--- src/mipsPkg.sv ---
// Execute back end shared types
package mipsPkg;

    typedef logic [31:0] wordT;
    typedef logic [4:0]  regAddrT;
    typedef logic [5:0]  funcT;
    typedef logic [4:0]  shamtT;

    // SPECIAL function codes ------------------------
    localparam funcT FuncSll   = 6'h00;
    localparam funcT FuncSrl   = 6'h02;
    localparam funcT FuncSra   = 6'h03;
    localparam funcT FuncJr    = 6'h08;
    localparam funcT FuncJalr  = 6'h09;
    localparam funcT FuncMfhi  = 6'h10;
    localparam funcT FuncMthi  = 6'h11;
    localparam funcT FuncMflo  = 6'h12;
    localparam funcT FuncMtlo  = 6'h13;
    localparam funcT FuncMult  = 6'h18;
    localparam funcT FuncMultu = 6'h19;
    localparam funcT FuncAdd   = 6'h20;
    localparam funcT FuncAddu  = 6'h21;
    localparam funcT FuncSub   = 6'h22;
    localparam funcT FuncSubu  = 6'h23;
    localparam funcT FuncAnd   = 6'h24;
    localparam funcT FuncOr    = 6'h25;
    localparam funcT FuncXor   = 6'h26;
    localparam funcT FuncNor   = 6'h27;
    localparam funcT FuncSlt   = 6'h2a;
    localparam funcT FuncSltu  = 6'h2b;

    // SPECIAL2, only meaningful in the multiply class
    localparam funcT FuncClz   = 6'h20;
    localparam funcT FuncClo   = 6'h21;

    typedef enum logic [1:0] {opAlu, opMul, opLoad, opStore} opClassT;
    typedef enum logic {mulIdle, mulBusy} mulStateT;
    typedef enum logic {memIdle, memBus} memStateT;

    typedef struct packed {
        logic c;
        logic z;
        logic o;
        logic n;
    } flagsT;

    typedef struct packed {
        opClassT opClass;
        funcT    func;
        shamtT   shamt;
        regAddrT dest;
        wordT    a;
        wordT    b;
        wordT    immediate;
        logic    aluSrc;     // Immediate replaces b
    } issueT;

    typedef struct packed {
        opClassT opClass;
        regAddrT dest;
        wordT    result;     // ALU value or memory address
        wordT    storeData;
        logic    regWrite;
        flagsT   flags;
    } exMemT;

    typedef struct packed {
        logic    regWrite;
        regAddrT dest;
        wordT    data;
        flagsT   flags;
    } resultT;

endpackage

--- src/memStage.sv ---
// Memory stage with Wishbone master
`timescale 1ns/100ps

module memStage (
    input                   Clock,
    input                   rstN,
    input  mipsPkg::exMemT  exIn,
    input                   exValid,
    output logic            exReady,
    output logic            wbCyc,
    output logic            wbStb,
    output logic            wbWe,
    output logic [29:0]     wbAdr,
    output mipsPkg::wordT   wbDatW,
    input  mipsPkg::wordT   wbDatR,
    input                   wbAck,
    output mipsPkg::resultT result,
    output logic            resultValid
);

    mipsPkg::memStateT state;
    mipsPkg::exMemT    pend;       // Memory op held for the bus cycle
    logic              isMem;

    assign exReady = (state == mipsPkg::memIdle);
    assign isMem   = (exIn.opClass == mipsPkg::opLoad) || (exIn.opClass == mipsPkg::opStore);

    // Bus signals come straight from the held item
    assign wbWe   = (pend.opClass == mipsPkg::opStore);
    assign wbAdr  = pend.result[31:2];
    assign wbDatW = pend.storeData;

    always_ff @(posedge Clock)
    begin
        if (!rstN)
        begin
            state       <= mipsPkg::memIdle;
            wbCyc       <= 1'b0;
            wbStb       <= 1'b0;
            resultValid <= 1'b0;
        end
        else
        begin
            resultValid <= 1'b0;
            if (state == mipsPkg::memIdle)
            begin
                if (exValid && isMem)
                begin
                    state <= mipsPkg::memBus;
                    wbCyc <= 1'b1;
                    wbStb <= 1'b1;
                end
                else if (exValid)
                    resultValid <= 1'b1;
            end
            else if (wbAck)
            begin
                state       <= mipsPkg::memIdle;
                wbCyc       <= 1'b0;
                wbStb       <= 1'b0;
                resultValid <= 1'b1;
            end
        end
    end

    // Result beat ------------------------------------
    always_ff @(posedge Clock)
    begin
        if ((state == mipsPkg::memIdle) && exValid)
        begin
            pend            <= exIn;
            result.regWrite <= exIn.regWrite;
            result.dest     <= exIn.dest;
            result.data     <= exIn.result;
            result.flags    <= exIn.flags;
        end
        else if ((state == mipsPkg::memBus) && wbAck)
        begin
            result.regWrite <= !wbWe;
            result.dest     <= pend.dest;
            result.data     <= wbWe ? '0 : wbDatR;
            result.flags    <= '{c: 1'b0, z: !wbWe && (wbDatR == '0), o: 1'b0,
                                 n: !wbWe && wbDatR[31]};
        end
    end

    // Slave may only ack an open strobe
    ackInsideCycle: assert property (@(posedge Clock) disable iff (!rstN)
        wbAck |-> (wbCyc && wbStb));

endmodule

--- config.mk ---
export PLATFORM = sky130hd
export DESIGN_NAME = memStage
export DESIGN_NICKNAME = d
export VERILOG_FILES = /design/src/mipsPkg.sv /design/src/memStage.sv
export SDC_FILE = /design/constraint.sdc
export NUM_CORES = 1
export LEC_CHECK = 0
export BUFFER_PORTS_ARGS = -buffer_cell sky130_fd_sc_hd__buf_2
export CAP_MARGIN = 10
export CORE_AREA = 2 2 82 143
export DETAILED_ROUTE_END_ITERATION = 8
export DIE_AREA = 0 0 84 145
export PLACE_DENSITY = 0.74
export SYNTH_ARGS = -nofsm -noshare
export SYNTH_HDL_FRONTEND = slang
export SYNTH_SLANG_ARGS = --single-unit
export TNS_END_PERCENT = 30
--- constraint.sdc ---
create_clock -name Clock -period 2.2 [get_ports Clock]
set_clock_uncertainty 0.2 [all_clocks]
set_input_delay 0.55 -clock Clock [delete_from_list [all_inputs] [get_ports Clock]]
set_output_delay 0.55 -clock Clock [all_outputs]
set_load 0.02 [all_outputs]
=== After elaboration in Yosys (flattened, before gate mapping) ===
Index checks and enable logic that the tools add are counted.
W data, S select, Z words.

* Bits of input ports: 112
* Output and inout port bits: 109
* Logic and storage cells: 43
* Register bits after elaboration: 116

* Reductions and logical operators: 11
* Multiplexer cells: 13
* Bitwise logic cells: 1
* Eq/ne operators: 4

{| class="wikitable"
|+ Operators with widths
! kind !! number
|-
| $mux W42 || 2
|-
| $logic_not A32 Y1 || 1
|-
| $mux W32 || 1
|-
| $mux W1 || 10
|-
| $eq A2 B2 Y1 const B || 3
|-
| $logic_and A1 B1 Y1 || 5
|-
| $reduce_bool A2 Y1 || 2
|-
| $ne A2 B2 Y1 const B || 1
|-
| $reduce_and A2 Y1 || 1
|-
| $logic_not A1 Y1 || 1
|-
| $logic_or A1 B1 Y1 || 1
|-
| $not A1 Y1 || 1
|}

=== Longest topological paths before layout ===
* Depth in word-level cells: 5
* Depth in mapped cells: 5
* Depth with buffers taken out: 4

=== Least setup slack after synthesis ===
OpenSTA, ideal clock, no wires.

* Path kind: input port to flip-flop
* Start: in exValid
* End: reg result[0] (netlist bit), enable pin
* Path buffers: 1
* Setup slack: -82 ps
* Stages on the path: 3
* Data arrival time: 1681 ps
* Data required time: 1600 ps
* Cell sequence: nand2b_1 > buf_6 > nand2_1

* Longest elaborated chain between the ends: 2

{| class="wikitable"
|+ RTL lines
! item !! RTL line !! text
|-
| from (decl) || memStage.sv:8 || <nowiki>input exValid,</nowiki>
|-
| $logic_and A1 B1 Y1 || memStage.sv:69 || <nowiki>if ((state == mipsPkg::memIdle) && exValid)</nowiki>
|-
| $reduce_bool A2 Y1 (no line) || -- ||
|-
| to (decl) || memStage.sv:17 || <nowiki>output mipsPkg::resultT result,</nowiki>
|}

Every way passes these cells.
A chain may end at the register's enable or synchronous reset.

=== Final worst setup path ===
* Start: reg pend[74] (netlist bit)
* End: out wbWe

* Longest elaborated chain between the ends: 1

{| class="wikitable"
|+ RTL lines
! item !! RTL line !! text
|-
| from (decl) || memStage.sv:22 || <nowiki>mipsPkg::exMemT pend;</nowiki>
|-
| from (signal assigned) || memStage.sv:71 || <nowiki>pend <= exIn;</nowiki>
|-
| $eq A2 B2 Y1 || memStage.sv:29 || <nowiki>assign wbWe = (pend.opClass == mipsPkg::opStore);</nowiki>
|-
| to (decl) || memStage.sv:12 || <nowiki>output logic wbWe,</nowiki>
|}

Every way passes these cells.

==> summary.md <==
| Metric | Value |
|---|---|
| GR Util met3 | `5.75%` |
| Final cycle utilization of the critical path | `90.8%` |
| CP required | `1.45 ns` |
| Max-slew violations | `0` |
| GR Layer Usage met1 | `17.7%` |
| Netlist cell types | `21` |
| Final hold vios | `0` |
| Initial antenna violation count | `0` |
| Die H | `145 um` |
| Via count | `2791` |
| Iteration-0 DRC Markers | `150` |
| Crit start category | `register` |
| GP Congestion | `0.738` |
| Synth Area in XOR/XNOR | `0%` |
| Area grow syn2layout | `30.6%` |
| Max-cap violations | `0` |
| Slew @ Worst Pin | `0.837 ns` |
| Worst VDD drop | `579 uV` |
| Register area | `3390 um^2` |
| Leakage | `2.54 nW` |
| Synth Register Bits | `114` |
| Drt pass-1 iters | `4` |
| Core Area | `11000 um^2` |
| Top post-synthesis cells by area | `edfxtp_1 (75%), buf_4 (11%), a22o_1 (6.3%)` |
| Largest family of logic cells by synthesized area | `buffers and inverters` |
| Port Buffers | `220` |
| Critical path endpoint category | `output pin` |
| Area of the multi-input gates | `529 um^2` |
| Wirelength, routed | `10.1 mm` |
| Top cell type's share of synthesized area | `74.7%` |
| Synth Cell Area | `4460 um^2` |
| Yosys warnings | `0` |
| Layout Utilization | `52.8%` |
| H-Tree Depth | `4` |
| Cell area power density | `979 nW/um^2` |
| Sequential-to-total area share from yosys stat | `76.1%` |
| CTS resizes | `0` |
| Layout Cells excl Fill | `585` |
| Top Family by Delay on Critical Path | `flip-flops` |
| Post-synthesis compound-gate area fraction | `7.43%` |
| Power Total | `0.00570 W` |
| Hold Crit Class | `primary input to register` |
| Row count | `51` |
| Post-Synth Simple-Gate Area | `4.38%` |
| Total track usage | `17.0%` |
| Most common cell in the netlist | `edfxtp_1` |
| Total clock buffers created by CTS | `17` |
| Post-place setup slack | `-0.0212 ns` |
| Gr busiest metal | `met2` |
| First-pass GRT wire length | `15.5 mm` |
| Remaining DRCs | `0` |
| Worst path cell trace | `and2_1 -> buf_4 -> buf_2` |
| Critical Path Stages | `3` |
| Layout cell share with drive strength beyond 1 | `58.1%` |
| Insertion delay to the later sink of the worst-skew pair | `0.40 ns` |
| WS Path Type | `register to output pin` |
| Met2 usage | `30.8%` |
| Pin count of the biggest net entering global routing | `67` |
| Hpwl dp | `7.60 mm` |
| F_max | `501 MHz` |
| Vias in the first global route | `2956` |
| RSZ-0062 raised after global routing | `false` |
| Routed length per placed instance | `17.3 um` |
| Max incr delay on CP | `0.34 ns` |
| Net Count, Synth | `375` |
| Synth area leader | `edfxtp_1` |
| Setup bufs post-CTS | `0` |
| Status | `completed` |
| Slowest library cell on the worst path | `edfxtp_1` |
| Final net count | `553` |
| GRT overflow | `0` |
| Post-Syn Instances | `263` |
| Final WS setup | `0.203 ns` |
| Post-Synth Adder-Cell Area | `0%` |
| Total Die Area | `12200 um^2` |
| Buf/Inv on CP | `2` |
| Root Driver | `clkbuf_16` |
| CP max FO | `3` |
| Mux contribution to synthesized area | `0%` |
| Async SR Flop Fraction | `0%` |
| Placed cells | `554` |
| Syn Area/Cell | `17.0 um^2` |
| Hold depth | `1` |
| Antenna cells | `0` |
| Routed Antenna Nets | `0` |
| Final TNS setup | `0 ns` |
| CTS max path bufs | `2` |
| # fillers | `956` |
| Final Critical Period | `2.00 ns` |
| Ys flop type | `edfxtp_1` |
| FF-to-FF path depth | `4` |
| Worst slew margin | `44.1%` |
| CTS tree | `done` |
| Clk sinks | `114` |
| Vias/cell | `4.77` |
| Hold Buf Count CTS | `0` |
| CP arrival | `1.25 ns` |
| Synth top cells by count | `edfxtp_1 (111), buf_4 (66), a22o_1 (32)` |
| Initial core utilization | `40.4%` |
| Post-synth EDFFs | `111` |
| Die X | `84 um` |
| IO Count | `221` |
| Final setup violation count | `0` |
| Clock transition at path regs | `0.05 ns` |
==> power by group <==
group	switching, W	internal [W]
registers	0.0000384	0.00258
logic	0.000427	0.000242
clock network	0.000894	0.00152
==> cells in the final DEF, fill, tap and decap left out, types with 2 or more instances in the layout <==
cell type,count
and2_1,4
nor4_1,7
buf_2,220
a21boi_0,2
a22o_1,32
nand2_1,19
buf_12,2
clkinv_2,6
clkinv_1,3
dfxtp_1,3
edfxtp_1,111
nand2b_1,2
clkinv_4,2
nand4_1,2
clkbuf_16,17
buf_4,8
==> worst paths after layout <==
| check | from | to | slack (ns) |
|---|---|---|---|
| max reg2reg | state | result[34] | 0.36 |
| min reg2reg | pend[72] | result[39] | 0.32 |
| min | exIn[18] | wbDatW[13] | 0.12 |
| max | pend[74] | wbWe | 0.20 |
==> state kept, by name, indices dropped and copies added, names as in the netlist <==
signal / count
wbDatW: 32
wbStb: 1
resultValid: 1
pend: 7
result: 42
state: 1
wbAdr: 30
==> per-layer routing <==
metal | wire length (um) | up-vias | share of wire, %
met4 | 164 | 0 | 1.6
li1 | - | 1293 | -
met1 | 3560 | 1336 | 35
met2 | 5670 | 145 | 56
met5 | 0 | - | 0
met3 | 730 | 17 | 7.2
==> through the flow <==
stage          hold slack (ns)  area, um^2
3_5_place_dp             0.302        5300
3_3_place_gp             0.271        5300
2_1_floorplan            0.277        4460
4_1_cts                  0.104        5820
5_1_grt                  0.105        5820
6_report                 0.122        5820
==> cells by family after synthesis <==
logic type	count (synthesis)
flops	114
buf+inv	73
simple gates	38
compound gates	38
==> layout make-up <==
cell class | instances | share of cell area [%]
flip-flops and latches | 114 | 58.3
multi-input cells | 76 | 9.09
clock inverters | 13 | 1.65
well taps | 132 | 2.84
inverters | 2 | 0.172
clock buffers | 18 | 7.37
repair buffers | 230 | 20.6
Note: power is estimated with default switching activity, not from simulation.
