$ cat config.mk
export PLATFORM = sky130hd
export DESIGN_NAME = exStage
export DESIGN_NICKNAME = d
export VERILOG_FILES = /design/src/mipsPkg.sv /design/src/alu.sv /design/src/mulUnit.sv /design/src/exStage.sv
export SDC_FILE = /design/constraint.sdc
export NUM_CORES = 1
export LEC_CHECK = 0
export ABC_AREA = 1
export BUFFER_PORTS_ARGS = -buffer_cell sky130_fd_sc_hd__buf_2
export CORE_MARGIN = 1.5
export CORE_UTILIZATION = 33
export DETAILED_ROUTE_END_ITERATION = 7
export PLACE_DENSITY = 0.46
export SYNTH_ARGS = -nofsm -noshare
export SYNTH_HDL_FRONTEND = slang
export SYNTH_SLANG_ARGS = --single-unit
$ cat constraint.sdc
create_clock -name Clock -period 12.65 [get_ports Clock]
set_clock_uncertainty 0.15 [all_clocks]
set_input_delay 0 -clock Clock [delete_from_list [all_inputs] [get_ports Clock]]
set_output_delay 0 -clock Clock [all_outputs]
set_load 0.02 [all_outputs]
$ cat src/mipsPkg.sv
// Execute back end shared types
package mipsPkg;

    typedef logic [31:0] wordT;
    typedef logic [4:0]  regAddrT;
    typedef logic [5:0]  funcT;
    typedef logic [4:0]  shamtT;

    // SPECIAL function codes ------------------------
    localparam funcT FuncSll   = 6'h00;
    localparam funcT FuncSrl   = 6'h02;
    localparam funcT FuncSra   = 6'h03;
    localparam funcT FuncJr    = 6'h08;
    localparam funcT FuncJalr  = 6'h09;
    localparam funcT FuncMfhi  = 6'h10;
    localparam funcT FuncMthi  = 6'h11;
    localparam funcT FuncMflo  = 6'h12;
    localparam funcT FuncMtlo  = 6'h13;
    localparam funcT FuncMult  = 6'h18;
    localparam funcT FuncMultu = 6'h19;
    localparam funcT FuncAdd   = 6'h20;
    localparam funcT FuncAddu  = 6'h21;
    localparam funcT FuncSub   = 6'h22;
    localparam funcT FuncSubu  = 6'h23;
    localparam funcT FuncAnd   = 6'h24;
    localparam funcT FuncOr    = 6'h25;
    localparam funcT FuncXor   = 6'h26;
    localparam funcT FuncNor   = 6'h27;
    localparam funcT FuncSlt   = 6'h2a;
    localparam funcT FuncSltu  = 6'h2b;

    // SPECIAL2, only meaningful in the multiply class
    localparam funcT FuncClz   = 6'h20;
    localparam funcT FuncClo   = 6'h21;

    typedef enum logic [1:0] {opAlu, opMul, opLoad, opStore} opClassT;
    typedef enum logic {mulIdle, mulBusy} mulStateT;
    typedef enum logic {memIdle, memBus} memStateT;

    typedef struct packed {
        logic c;
        logic z;
        logic o;
        logic n;
    } flagsT;

    typedef struct packed {
        opClassT opClass;
        funcT    func;
        shamtT   shamt;
        regAddrT dest;
        wordT    a;
        wordT    b;
        wordT    immediate;
        logic    aluSrc;     // Immediate replaces b
    } issueT;

    typedef struct packed {
        opClassT opClass;
        regAddrT dest;
        wordT    result;     // ALU value or memory address
        wordT    storeData;
        logic    regWrite;
        flagsT   flags;
    } exMemT;

    typedef struct packed {
        logic    regWrite;
        regAddrT dest;
        wordT    data;
        flagsT   flags;
    } resultT;

endpackage

$ cat src/alu.sv
// Integer ALU
`timescale 1ns/100ps

module alu (
    input  mipsPkg::wordT  a,
    input  mipsPkg::wordT  b,
    input  mipsPkg::shamtT shamt,
    input  mipsPkg::funcT  func,
    output mipsPkg::wordT  y,
    output mipsPkg::flagsT flags
);

    logic          isSub;
    logic          isAdd;
    mipsPkg::wordT bOp;
    mipsPkg::wordT sum;
    logic          carry;

    // Shared adder, subtract as a + ~b + 1
    assign isSub = (func == mipsPkg::FuncSub) || (func == mipsPkg::FuncSubu);
    assign isAdd = (func == mipsPkg::FuncAdd) || (func == mipsPkg::FuncAddu);
    assign bOp   = isSub ? ~b : b;
    assign {carry, sum} = {1'b0, a} + {1'b0, bOp} + {32'd0, isSub};

    always_comb
    begin
        case (func)
            mipsPkg::FuncAdd,
            mipsPkg::FuncAddu,
            mipsPkg::FuncSub,
            mipsPkg::FuncSubu: y = sum;
            mipsPkg::FuncAnd:  y = a & b;
            mipsPkg::FuncOr:   y = a | b;
            mipsPkg::FuncXor:  y = a ^ b;
            mipsPkg::FuncNor:  y = ~(a | b);
            mipsPkg::FuncSlt:  y = {31'd0, $signed(a) < $signed(b)};
            mipsPkg::FuncSltu: y = {31'd0, a < b};
            mipsPkg::FuncSll:  y = b << shamt;
            mipsPkg::FuncSrl:  y = b >> shamt;
            mipsPkg::FuncSra:  y = $signed(b) >>> shamt;
            default:           y = '0;
        endcase
    end

    // Flags --------------------------------------------
    always_comb
    begin
        flags.c = (isAdd || isSub) ? carry : 1'b0;
        // Signed overflow, trapping forms only
        if ((func == mipsPkg::FuncAdd) || (func == mipsPkg::FuncSub))
            flags.o = (a[31] == bOp[31]) && (sum[31] != a[31]);
        else
            flags.o = 1'b0;
        flags.z = (y == '0);
        flags.n = y[31];
    end

endmodule

$ cat src/mulUnit.sv
// Multiply unit with HI/LO
`timescale 1ns/100ps

module mulUnit (
    input                 Clock,
    input                 rstN,
    input                 start,
    input  mipsPkg::funcT func,
    input  mipsPkg::wordT a,
    input  mipsPkg::wordT b,
    output logic          busy,
    output logic          done,
    output mipsPkg::wordT y
);

    mipsPkg::mulStateT state;
    mipsPkg::wordT     hi;
    mipsPkg::wordT     lo;
    mipsPkg::wordT     mcand;
    logic [63:0]       acc;        // Partial product over multiplier
    logic [4:0]        step;
    logic              negQ;       // Product sign for MULT
    logic [32:0]       sumHi;
    logic [63:0]       nextAcc;
    logic [63:0]       prod;
    logic              isSigned;

    function automatic logic [5:0] leadCount(mipsPkg::wordT v, logic bitVal);
        logic [5:0] cnt;
        logic       stop;
        cnt  = '0;
        stop = 1'b0;
        for (int i = 31; i >= 0; i--)
        begin
            if (!stop && (v[i] == bitVal))
                cnt = cnt + 6'd1;
            else
                stop = 1'b1;
        end
        return cnt;
    endfunction

    assign isSigned = (func == mipsPkg::FuncMult);
    assign busy     = (state == mipsPkg::mulBusy);

    // One shift-add step
    always_comb
    begin
        sumHi   = {1'b0, acc[63:32]} + (acc[0] ? {1'b0, mcand} : 33'd0);
        nextAcc = {sumHi, acc[31:1]};
        prod    = negQ ? (~nextAcc + 64'd1) : nextAcc;
    end

    always_ff @(posedge Clock)
    begin
        if (!rstN)
        begin
            state <= mipsPkg::mulIdle;
            step  <= '0;
            done  <= 1'b0;
        end
        else
        begin
            done <= 1'b0;
            if (state == mipsPkg::mulIdle)
            begin
                if (start && ((func == mipsPkg::FuncMult) || (func == mipsPkg::FuncMultu)))
                begin
                    state <= mipsPkg::mulBusy;
                    step  <= '0;
                end
            end
            else
            begin
                step <= step + 5'd1;
                if (step == 5'd31)
                begin
                    state <= mipsPkg::mulIdle;
                    done  <= 1'b1;
                end
            end
        end
    end

    // Datapath and HI/LO ----------------------------
    always_ff @(posedge Clock)
    begin
        if (busy)
        begin
            acc <= nextAcc;
            if (step == 5'd31)
                {hi, lo} <= prod;
        end
        else if (start)
        begin
            // Operands enter as magnitudes, sign restored at the end
            mcand <= (isSigned && a[31]) ? (~a + 32'd1) : a;
            acc   <= {32'd0, (isSigned && b[31]) ? (~b + 32'd1) : b};
            negQ  <= isSigned && (a[31] ^ b[31]);
            if (func == mipsPkg::FuncMthi)
                hi <= a;
            if (func == mipsPkg::FuncMtlo)
                lo <= a;
        end
    end

    always_comb
    begin
        case (func)
            mipsPkg::FuncMfhi: y = hi;
            mipsPkg::FuncMflo: y = lo;
            mipsPkg::FuncClz:  y = {26'd0, leadCount(a, 1'b0)};
            mipsPkg::FuncClo:  y = {26'd0, leadCount(a, 1'b1)};
            default:           y = '0;
        endcase
    end

    startWhileBusy: assert property (@(posedge Clock) disable iff (!rstN)
        start |-> !busy);

endmodule

$ cat src/exStage.sv
// Execute stage
`timescale 1ns/100ps

module exStage (
    input                   Clock,
    input                   rstN,
    input  mipsPkg::issueT  issue,
    input                   issueValid,
    output logic            issueReady,
    output mipsPkg::exMemT  exOut,
    output logic            exValid,
    input                   exReady
);

    mipsPkg::wordT  bSel;
    mipsPkg::wordT  aluY;
    mipsPkg::flagsT aluFlags;
    mipsPkg::wordT  mulY;
    logic           mulBusy;
    logic           mulDone;
    logic           started;    // Holds off issue for a cycle after reset
    logic           accept;
    logic           isMulLong;
    mipsPkg::exMemT nextItem;

    assign bSel      = issue.aluSrc ? issue.immediate : issue.b;
    assign accept    = issueValid && issueReady;
    assign isMulLong = (issue.opClass == mipsPkg::opMul) &&
                       ((issue.func == mipsPkg::FuncMult) || (issue.func == mipsPkg::FuncMultu));

    assign issueReady = started && !mulBusy && !mulDone && (!exValid || exReady);

    alu alu0 (
        .a     (issue.a),
        .b     (bSel),
        .shamt (issue.shamt),
        .func  (issue.func),
        .y     (aluY),
        .flags (aluFlags)
    );

    mulUnit mul0 (
        .Clock (Clock),
        .rstN  (rstN),
        .start (accept && (issue.opClass == mipsPkg::opMul)),
        .func  (issue.func),
        .a     (issue.a),
        .b     (bSel),
        .busy  (mulBusy),
        .done  (mulDone),
        .y     (mulY)
    );

    // Route by op class ------------------------------
    always_comb
    begin
        nextItem.opClass   = issue.opClass;
        nextItem.dest      = issue.dest;
        nextItem.storeData = issue.b;
        nextItem.result    = '0;
        nextItem.regWrite  = 1'b0;
        nextItem.flags     = '0;
        case (issue.opClass)
            mipsPkg::opAlu:
                if ((issue.func != mipsPkg::FuncJr) && (issue.func != mipsPkg::FuncJalr))
                begin
                    nextItem.result   = aluY;
                    nextItem.regWrite = 1'b1;
                    nextItem.flags    = aluFlags;
                end
            mipsPkg::opMul:
            begin
                nextItem.result   = mulY;
                nextItem.regWrite = !isMulLong && (issue.func != mipsPkg::FuncMthi) &&
                                    (issue.func != mipsPkg::FuncMtlo);
                nextItem.flags.z  = (mulY == '0);
                nextItem.flags.n  = mulY[31];
            end
            default:
                nextItem.result = issue.a + issue.immediate;   // Load/store address
        endcase
    end

    always_ff @(posedge Clock)
    begin
        if (!rstN)
        begin
            exValid <= 1'b0;
            started <= 1'b0;
        end
        else
        begin
            started <= 1'b1;
            if (accept)
                exValid <= !isMulLong;     // Multiply waits for done
            else if (mulDone)
                exValid <= 1'b1;
            else if (exReady)
                exValid <= 1'b0;
        end
    end

    always_ff @(posedge Clock)
    begin
        if (accept)
            exOut <= nextItem;
    end

    holdWhileStalled: assert property (@(posedge Clock) disable iff (!rstN)
        (exValid && !exReady) |=> (exValid && $stable(exOut)));

endmodule

**After elaboration in Yosys (flattened, before gate mapping)**

Cells that the tools add are included.

- Add/sub/neg operators: 70
- Multiply operators: 0
- Reductions and logical operators: 164
- $lt $le $gt $ge: 2
- Divide/modulo/power cells: 0
- Multiplexer cells: 286
- Bitwise gates (word level): 40
- Eq/ne operators: 27
- Shift operators: 3

Operators with widths:

| operator | number |
|---|---|
| 6-bit 2-to-1 mux | 124 |
| 32-bit 2-to-1 mux | 14 |
| 6-bit by 1-bit adder with 6-bit output, second input constant | 62 |
| 32-bit case mux with 10 select lines | 1 |
| 64-bit 2-to-1 mux | 3 |
| 1-bit 2-to-1 mux | 136 |
| 32-bit case mux with 4 select lines | 1 |
| 32-bit inverter | 3 |
| 1-bit logical AND | 76 |
| 1-bit logical NOT | 66 |
| 32-bit by 1-bit adder with 32-bit output, second input constant | 2 |
| 64-bit by 1-bit adder with 64-bit output, second input constant | 1 |
| 32-bit logical NOT | 2 |
| 32-bit < comparator | 2 |
| 64-bit inverter | 1 |
| 32-bit case mux with 2 select lines | 1 |
| 6-bit == test, second input constant | 10 |
| 6-bit by 5-bit == test with 1-bit output, second input constant | 6 |
| 32-bit by 32-bit adder with 33-bit output | 1 |
| 32-bit by 33-bit adder with 33-bit output | 1 |
| 33-bit by 1-bit adder with 33-bit output | 1 |
| 32-bit adder | 1 |
| 32-bit AND | 1 |
| 1-bit inverter | 32 |
| other kinds (25) | 44 |

- Memory bits (read-only): 0
- Output and inout bits: 78
- Bits in latches: 0
- RAM bits: 0
- Memories: 0
- Register bits after elaboration: 246
- Word-level logic and storage cells: 611
- Bits of input ports: 119

**Logic depth before layout (Yosys ltp)**

- Depth after elaboration: 128
- Mapped depth: 83

**Cells and area by module**

A second synthesis with hierarchy kept.

- Cells, all modules: 5,188
- Area total of the unflattened synthesis: 32,532.5 um2

By module, submodules not included:

| module | cells an instance | times used | seq. area each (um2) | area an instance (um2) |
|---|---|---|---|---|
| mulUnit | 2,606 | 1 | 4,974.8 | 17,274.1 |
| alu | 1,763 | 1 | 0.0 | 9,280.2 |
| exStage | 819 | 1 | 2,322.2 | 5,978.2 |

**Worst setup path after synthesis**

No wires, ideal clock.

- Path type: input-to-reg
- Start point: input issue[96] (netlist name)
- End point: register exOut[2] (netlist name), data pin
- Stages on the path: 81
- Data required time: 12,369 ps
- Path slack: 2,287 ps
- Library setup time: 131 ps
- Arrival time: 10,082 ps
- Cell sequence: buf_6 inv_1 a21oi_1 ha_1 nor2_1 nor2_1 ha_1 inv_1 nor2_1 a21oi_1 inv_1 ha_1 inv_1 o21ai_0 o21ai_0 inv_1 ha_1 nand2_1 [... 45 more ...] inv_1 nand2_1 ha_1 o21ai_1 inv_1 ha_1 nand2_1 o21ai_1 ha_1 o21ai_1 o21ai_1 a21oi_1 nand3_1 nor2_1 nand2_1 nor2_1 nand2_1 nand2_1

RTL lines:

| what | RTL line | source |
|---|---|---|
| start: declaration | exStage.sv:7 | `input mipsPkg::issueT issue,` |
| end signal: assignment | exStage.sv:106 | `exOut <= nextItem;` |
| end: declaration | exStage.sv:10 | `output mipsPkg::exMemT exOut,` |

==> impl_metrics.json <==
{
  "hold_depth": 2,
  "synthXorXnorAreaFrac_pct": 3.89,
  "io_buffers": 196,
  "nFillCells": 9743,
  "synth_compound_area_share_pct": 17.3,
  "synth_cells": 4487,
  "slowest_delay_ns": 0.52,
  "grt_antenna_before_repair": 5,
  "slowest_stage": "dlygate4sd3_1",
  "p_sw_uw": 953,
  "cap_violations": 0,
  "status": "finished clean",
  "first_pass_iters": 6,
  "worst-slew-pin-transition_ns": 1.12,
  "clockBufferDepth": 3,
  "die_area_mm2": 0.0905,
  "final-setup-viol-count": 0,
  "synth_fa_ha_area_share_pct": 11.3,
  "swShare_pct": 35.6,
  "grt_pass1_wl_um": 181000,
  "cts_sinks": 246,
  "slew_viol_final": 0,
  "wl_per_cell_um": 20.3,
  "worstSetupStartpointType": "primary input",
  "syn_nets": 4869,
  "fp-row-count": 109,
  "power_mw": 2.67,
  "syn_area_mm2": 0.0293,
  "clk_latency_ns": 0.57,
  "numCtsBuffers": 35,
  "syn_area_per_cell_um2": 6.52,
  "synth-main-ff-cell": "edfxtp_1",
  "post-route-period-util_pct": 91.1,
  "critPathArrivalTime_ns": 11.65,
  "core-area_mm2": 0.0881,
  "synth_mux_area_share_pct": 0.312,
  "hold_viol_final": 0,
  "synth_edf_count": 237,
  "remaining_drc_errors": 0,
  "gr-total-overflow": 0,
  "synth_top_family_by_area": "simple AND/OR/NAND/NOR gates",
  "multi_input_area_mm2": 0.0189,
  "grt_pass1_vias": 29400,
  "power.share.clock_pct": 36.8,
  "max_freq_mhz": 86.8,
  "yosys_register_bits": 246,
  "die_w_um": 301,
  "tns_ns": 0,
  "final_nets": 5136,
  "worstHoldPathType": "primary input to flop",
  "p_per_area_mw_per_mm2": 79.0,
  "ant_nets": 0,
  "drt-initial-drc-count": 2446,
  "final-seq-area_mm2": 0.00730,
  "p_int_mw": 1.72,
  "io_pins": 197,
  "via_per_inst": 5.22,
  "syn_to_final_growth_pct": 15.6,
  "cp_common_cell": "ha_1",
  "grt_max_degree": 82,
  "synth_sequential_area_ratio_pct": 24.9,
  "ff2ff_path_depth": 38,
  "dr_total_vias": 31100,
  "htree_num_levels": 2,
  "clockRootBuffer": "clkbuf_16",
  "fp.dieH_um": 301,
  "grt.total_usage_pct": 26.4,
  "yosys.area_share.simple_pct": 31.3,
  "synthDistinctLibCells": 69,
  "drive_above_1_share_pct": 8.93,
  "leakage_nw": 16.5,
  "async_flop_share_pct": 0,
  "gp_congestion": 0.971,
  "pwr-share-seq_pct": 34.6,
  "synth-warning-count": 0,
  "place_hpwl_um": 98000,
  "path_clk_slew_ns": 0.06,
  "critPathMaxFanout": 5,
  "irDropWorstVdd_v": 0.0000855,
  "fin_crit_ns": 11.52,
  "slew_headroom_pct": 25.1,
  "rsz0062_at_grt": "false",
  "cts_tree": "done",
  "required_ns": 12.78,
  "critPathKind": "primary input to flop",
  "start_util_pct": 33.2,
  "routed_wl_um": 121000,
  "power.combinational.fraction_pct": 28.7,
  "cp-end-kind": "flop"
}
-- repair_timing --
action                     in CTS  in global routing
setup endpoints to repair       0                  6
setup buffers                   0                  0
hold buffers                  102                  0
hold endpoints to repair       93                  0
resized for setup               0                 19
-- critical path, delay by kind of cell --
family,cells,cell delay [ns]
AOI/OAI and AO/OA,15,1.91
and+or+nand+nor,29,3.14
adders and majority gates,17,4.75
buffers and inverters,18,1.82
-- per-layer routing --
metal  GRT usage [%]  routed length, µm
met5               0                 14
met1            37.1              56300
met3            2.74               7080
met4            8.90               4260
met2            41.8              53300
-- path summary, 6_finish.rpt --
check | start | to | slack, ns
setup / recovery | issue[96] | exOut[38] | 1.13
hold / removal | issue[57] | exOut[29] | 0.01
setup reg to reg | mul0.acc[1] | mul0.hi[30] | 5.37
hold reg to reg | mul0.step[4] | mul0.step[4] | 0.32
-- stage by stage --
stage | utilization [%] | hold WS, ns | cell area, µm² | setup slack (ns) | cells
detailed placement | 36.0 | 0.0287 | 31700 | 0.538 | 5780
global placement | 36.0 | 0.0270 | 31700 | 0.770 | 5780
CTS | 38.4 | 0.000237 | 33800 | 0.561 | 5944
floorplan | - | -0.122 | 29300 | 2.29 | 4487
finish | 38.4 | 0.0136 | 33800 | 1.13 | 5945
global route | 38.4 | 0.0198 | 33800 | 0.00278 | 5944
-- final cells by class --
type	instances	area share, %
multi-input combinational	3403	55.8
sequential	246	21.6
inverter	716	8.03
timing repair buffer	352	7.13
tap	1165	4.31
clock buffer	46	2.77
clock inverter	16	0.440
antenna	1	0.00739
-- registers in the layout (all words and copies together) (netlist names) --
signal and count:
exOut 76, mul0.busy 1, mul0.mcand 32, mul0.lo 32
mul0.negQ 1, started 1, exValid 1, mul0.done 1
mul0.step 5, mul0.acc 64, mul0.hi 32
-- cells in the final DEF, fill, tap and decap left out, types with 47 or more instances in the layout --
master and n:
xor2_1 112, inv_1 672, a21oi_1 223, nand2_1 1154, nor3_1 59, buf_4 54
buf_2 194, dlygate4sd3_1 102, o21ai_0 365, ha_1 260, nand3_1 315, edfxtp_1 237
nor2_1 426, nand4_1 47
-- synth_stat cells (35+ instances only) --
master / instances / area (µm²)
inv_1: 674 / 2530
edfxtp_1: 237 / 7120
nand3_1: 315 / 1580
o21ai_0: 372 / 1860
nor3_1: 63 / 315
nand2_1: 1157 / 4340
ha_1: 260 / 3250
clkbuf_1: 95 / 357
xor2_1: 112 / 981
nor2_1: 434 / 1630
nand4_1: 47 / 294
o211ai_1: 35 / 263
a21oi_1: 226 / 1130
-- power by group through the flow --
stage / Clock, mW / Combinational [mW] / Sequential [mW]
5_1_grt: 1.03 / 0.846 / 0.926
3_5_place_dp: 0 / 0.723 / 0.941
6_report: 0.983 / 0.767 / 0.924
4_1_cts: 1.00 / 0.753 / 0.924
3_3_place_gp: 0 / 0.726 / 0.941
2_1_floorplan: 0 / 0.435 / 0.958
-- cells by family (layout without fill, tap and decap cells) --
logic type               Yosys count  after routing
AND/OR/NAND/NOR                 2133           2133
buffers and inverters            838           1130
AO/OA/AOI/OAI                    868            868
XOR/XNOR                         130            130
flip-flops                       246            246
adder cells (fa/ha/maj)          263            263
multiplexers                       9              9
other                              0              1
(Power assumes the default switching activity.)
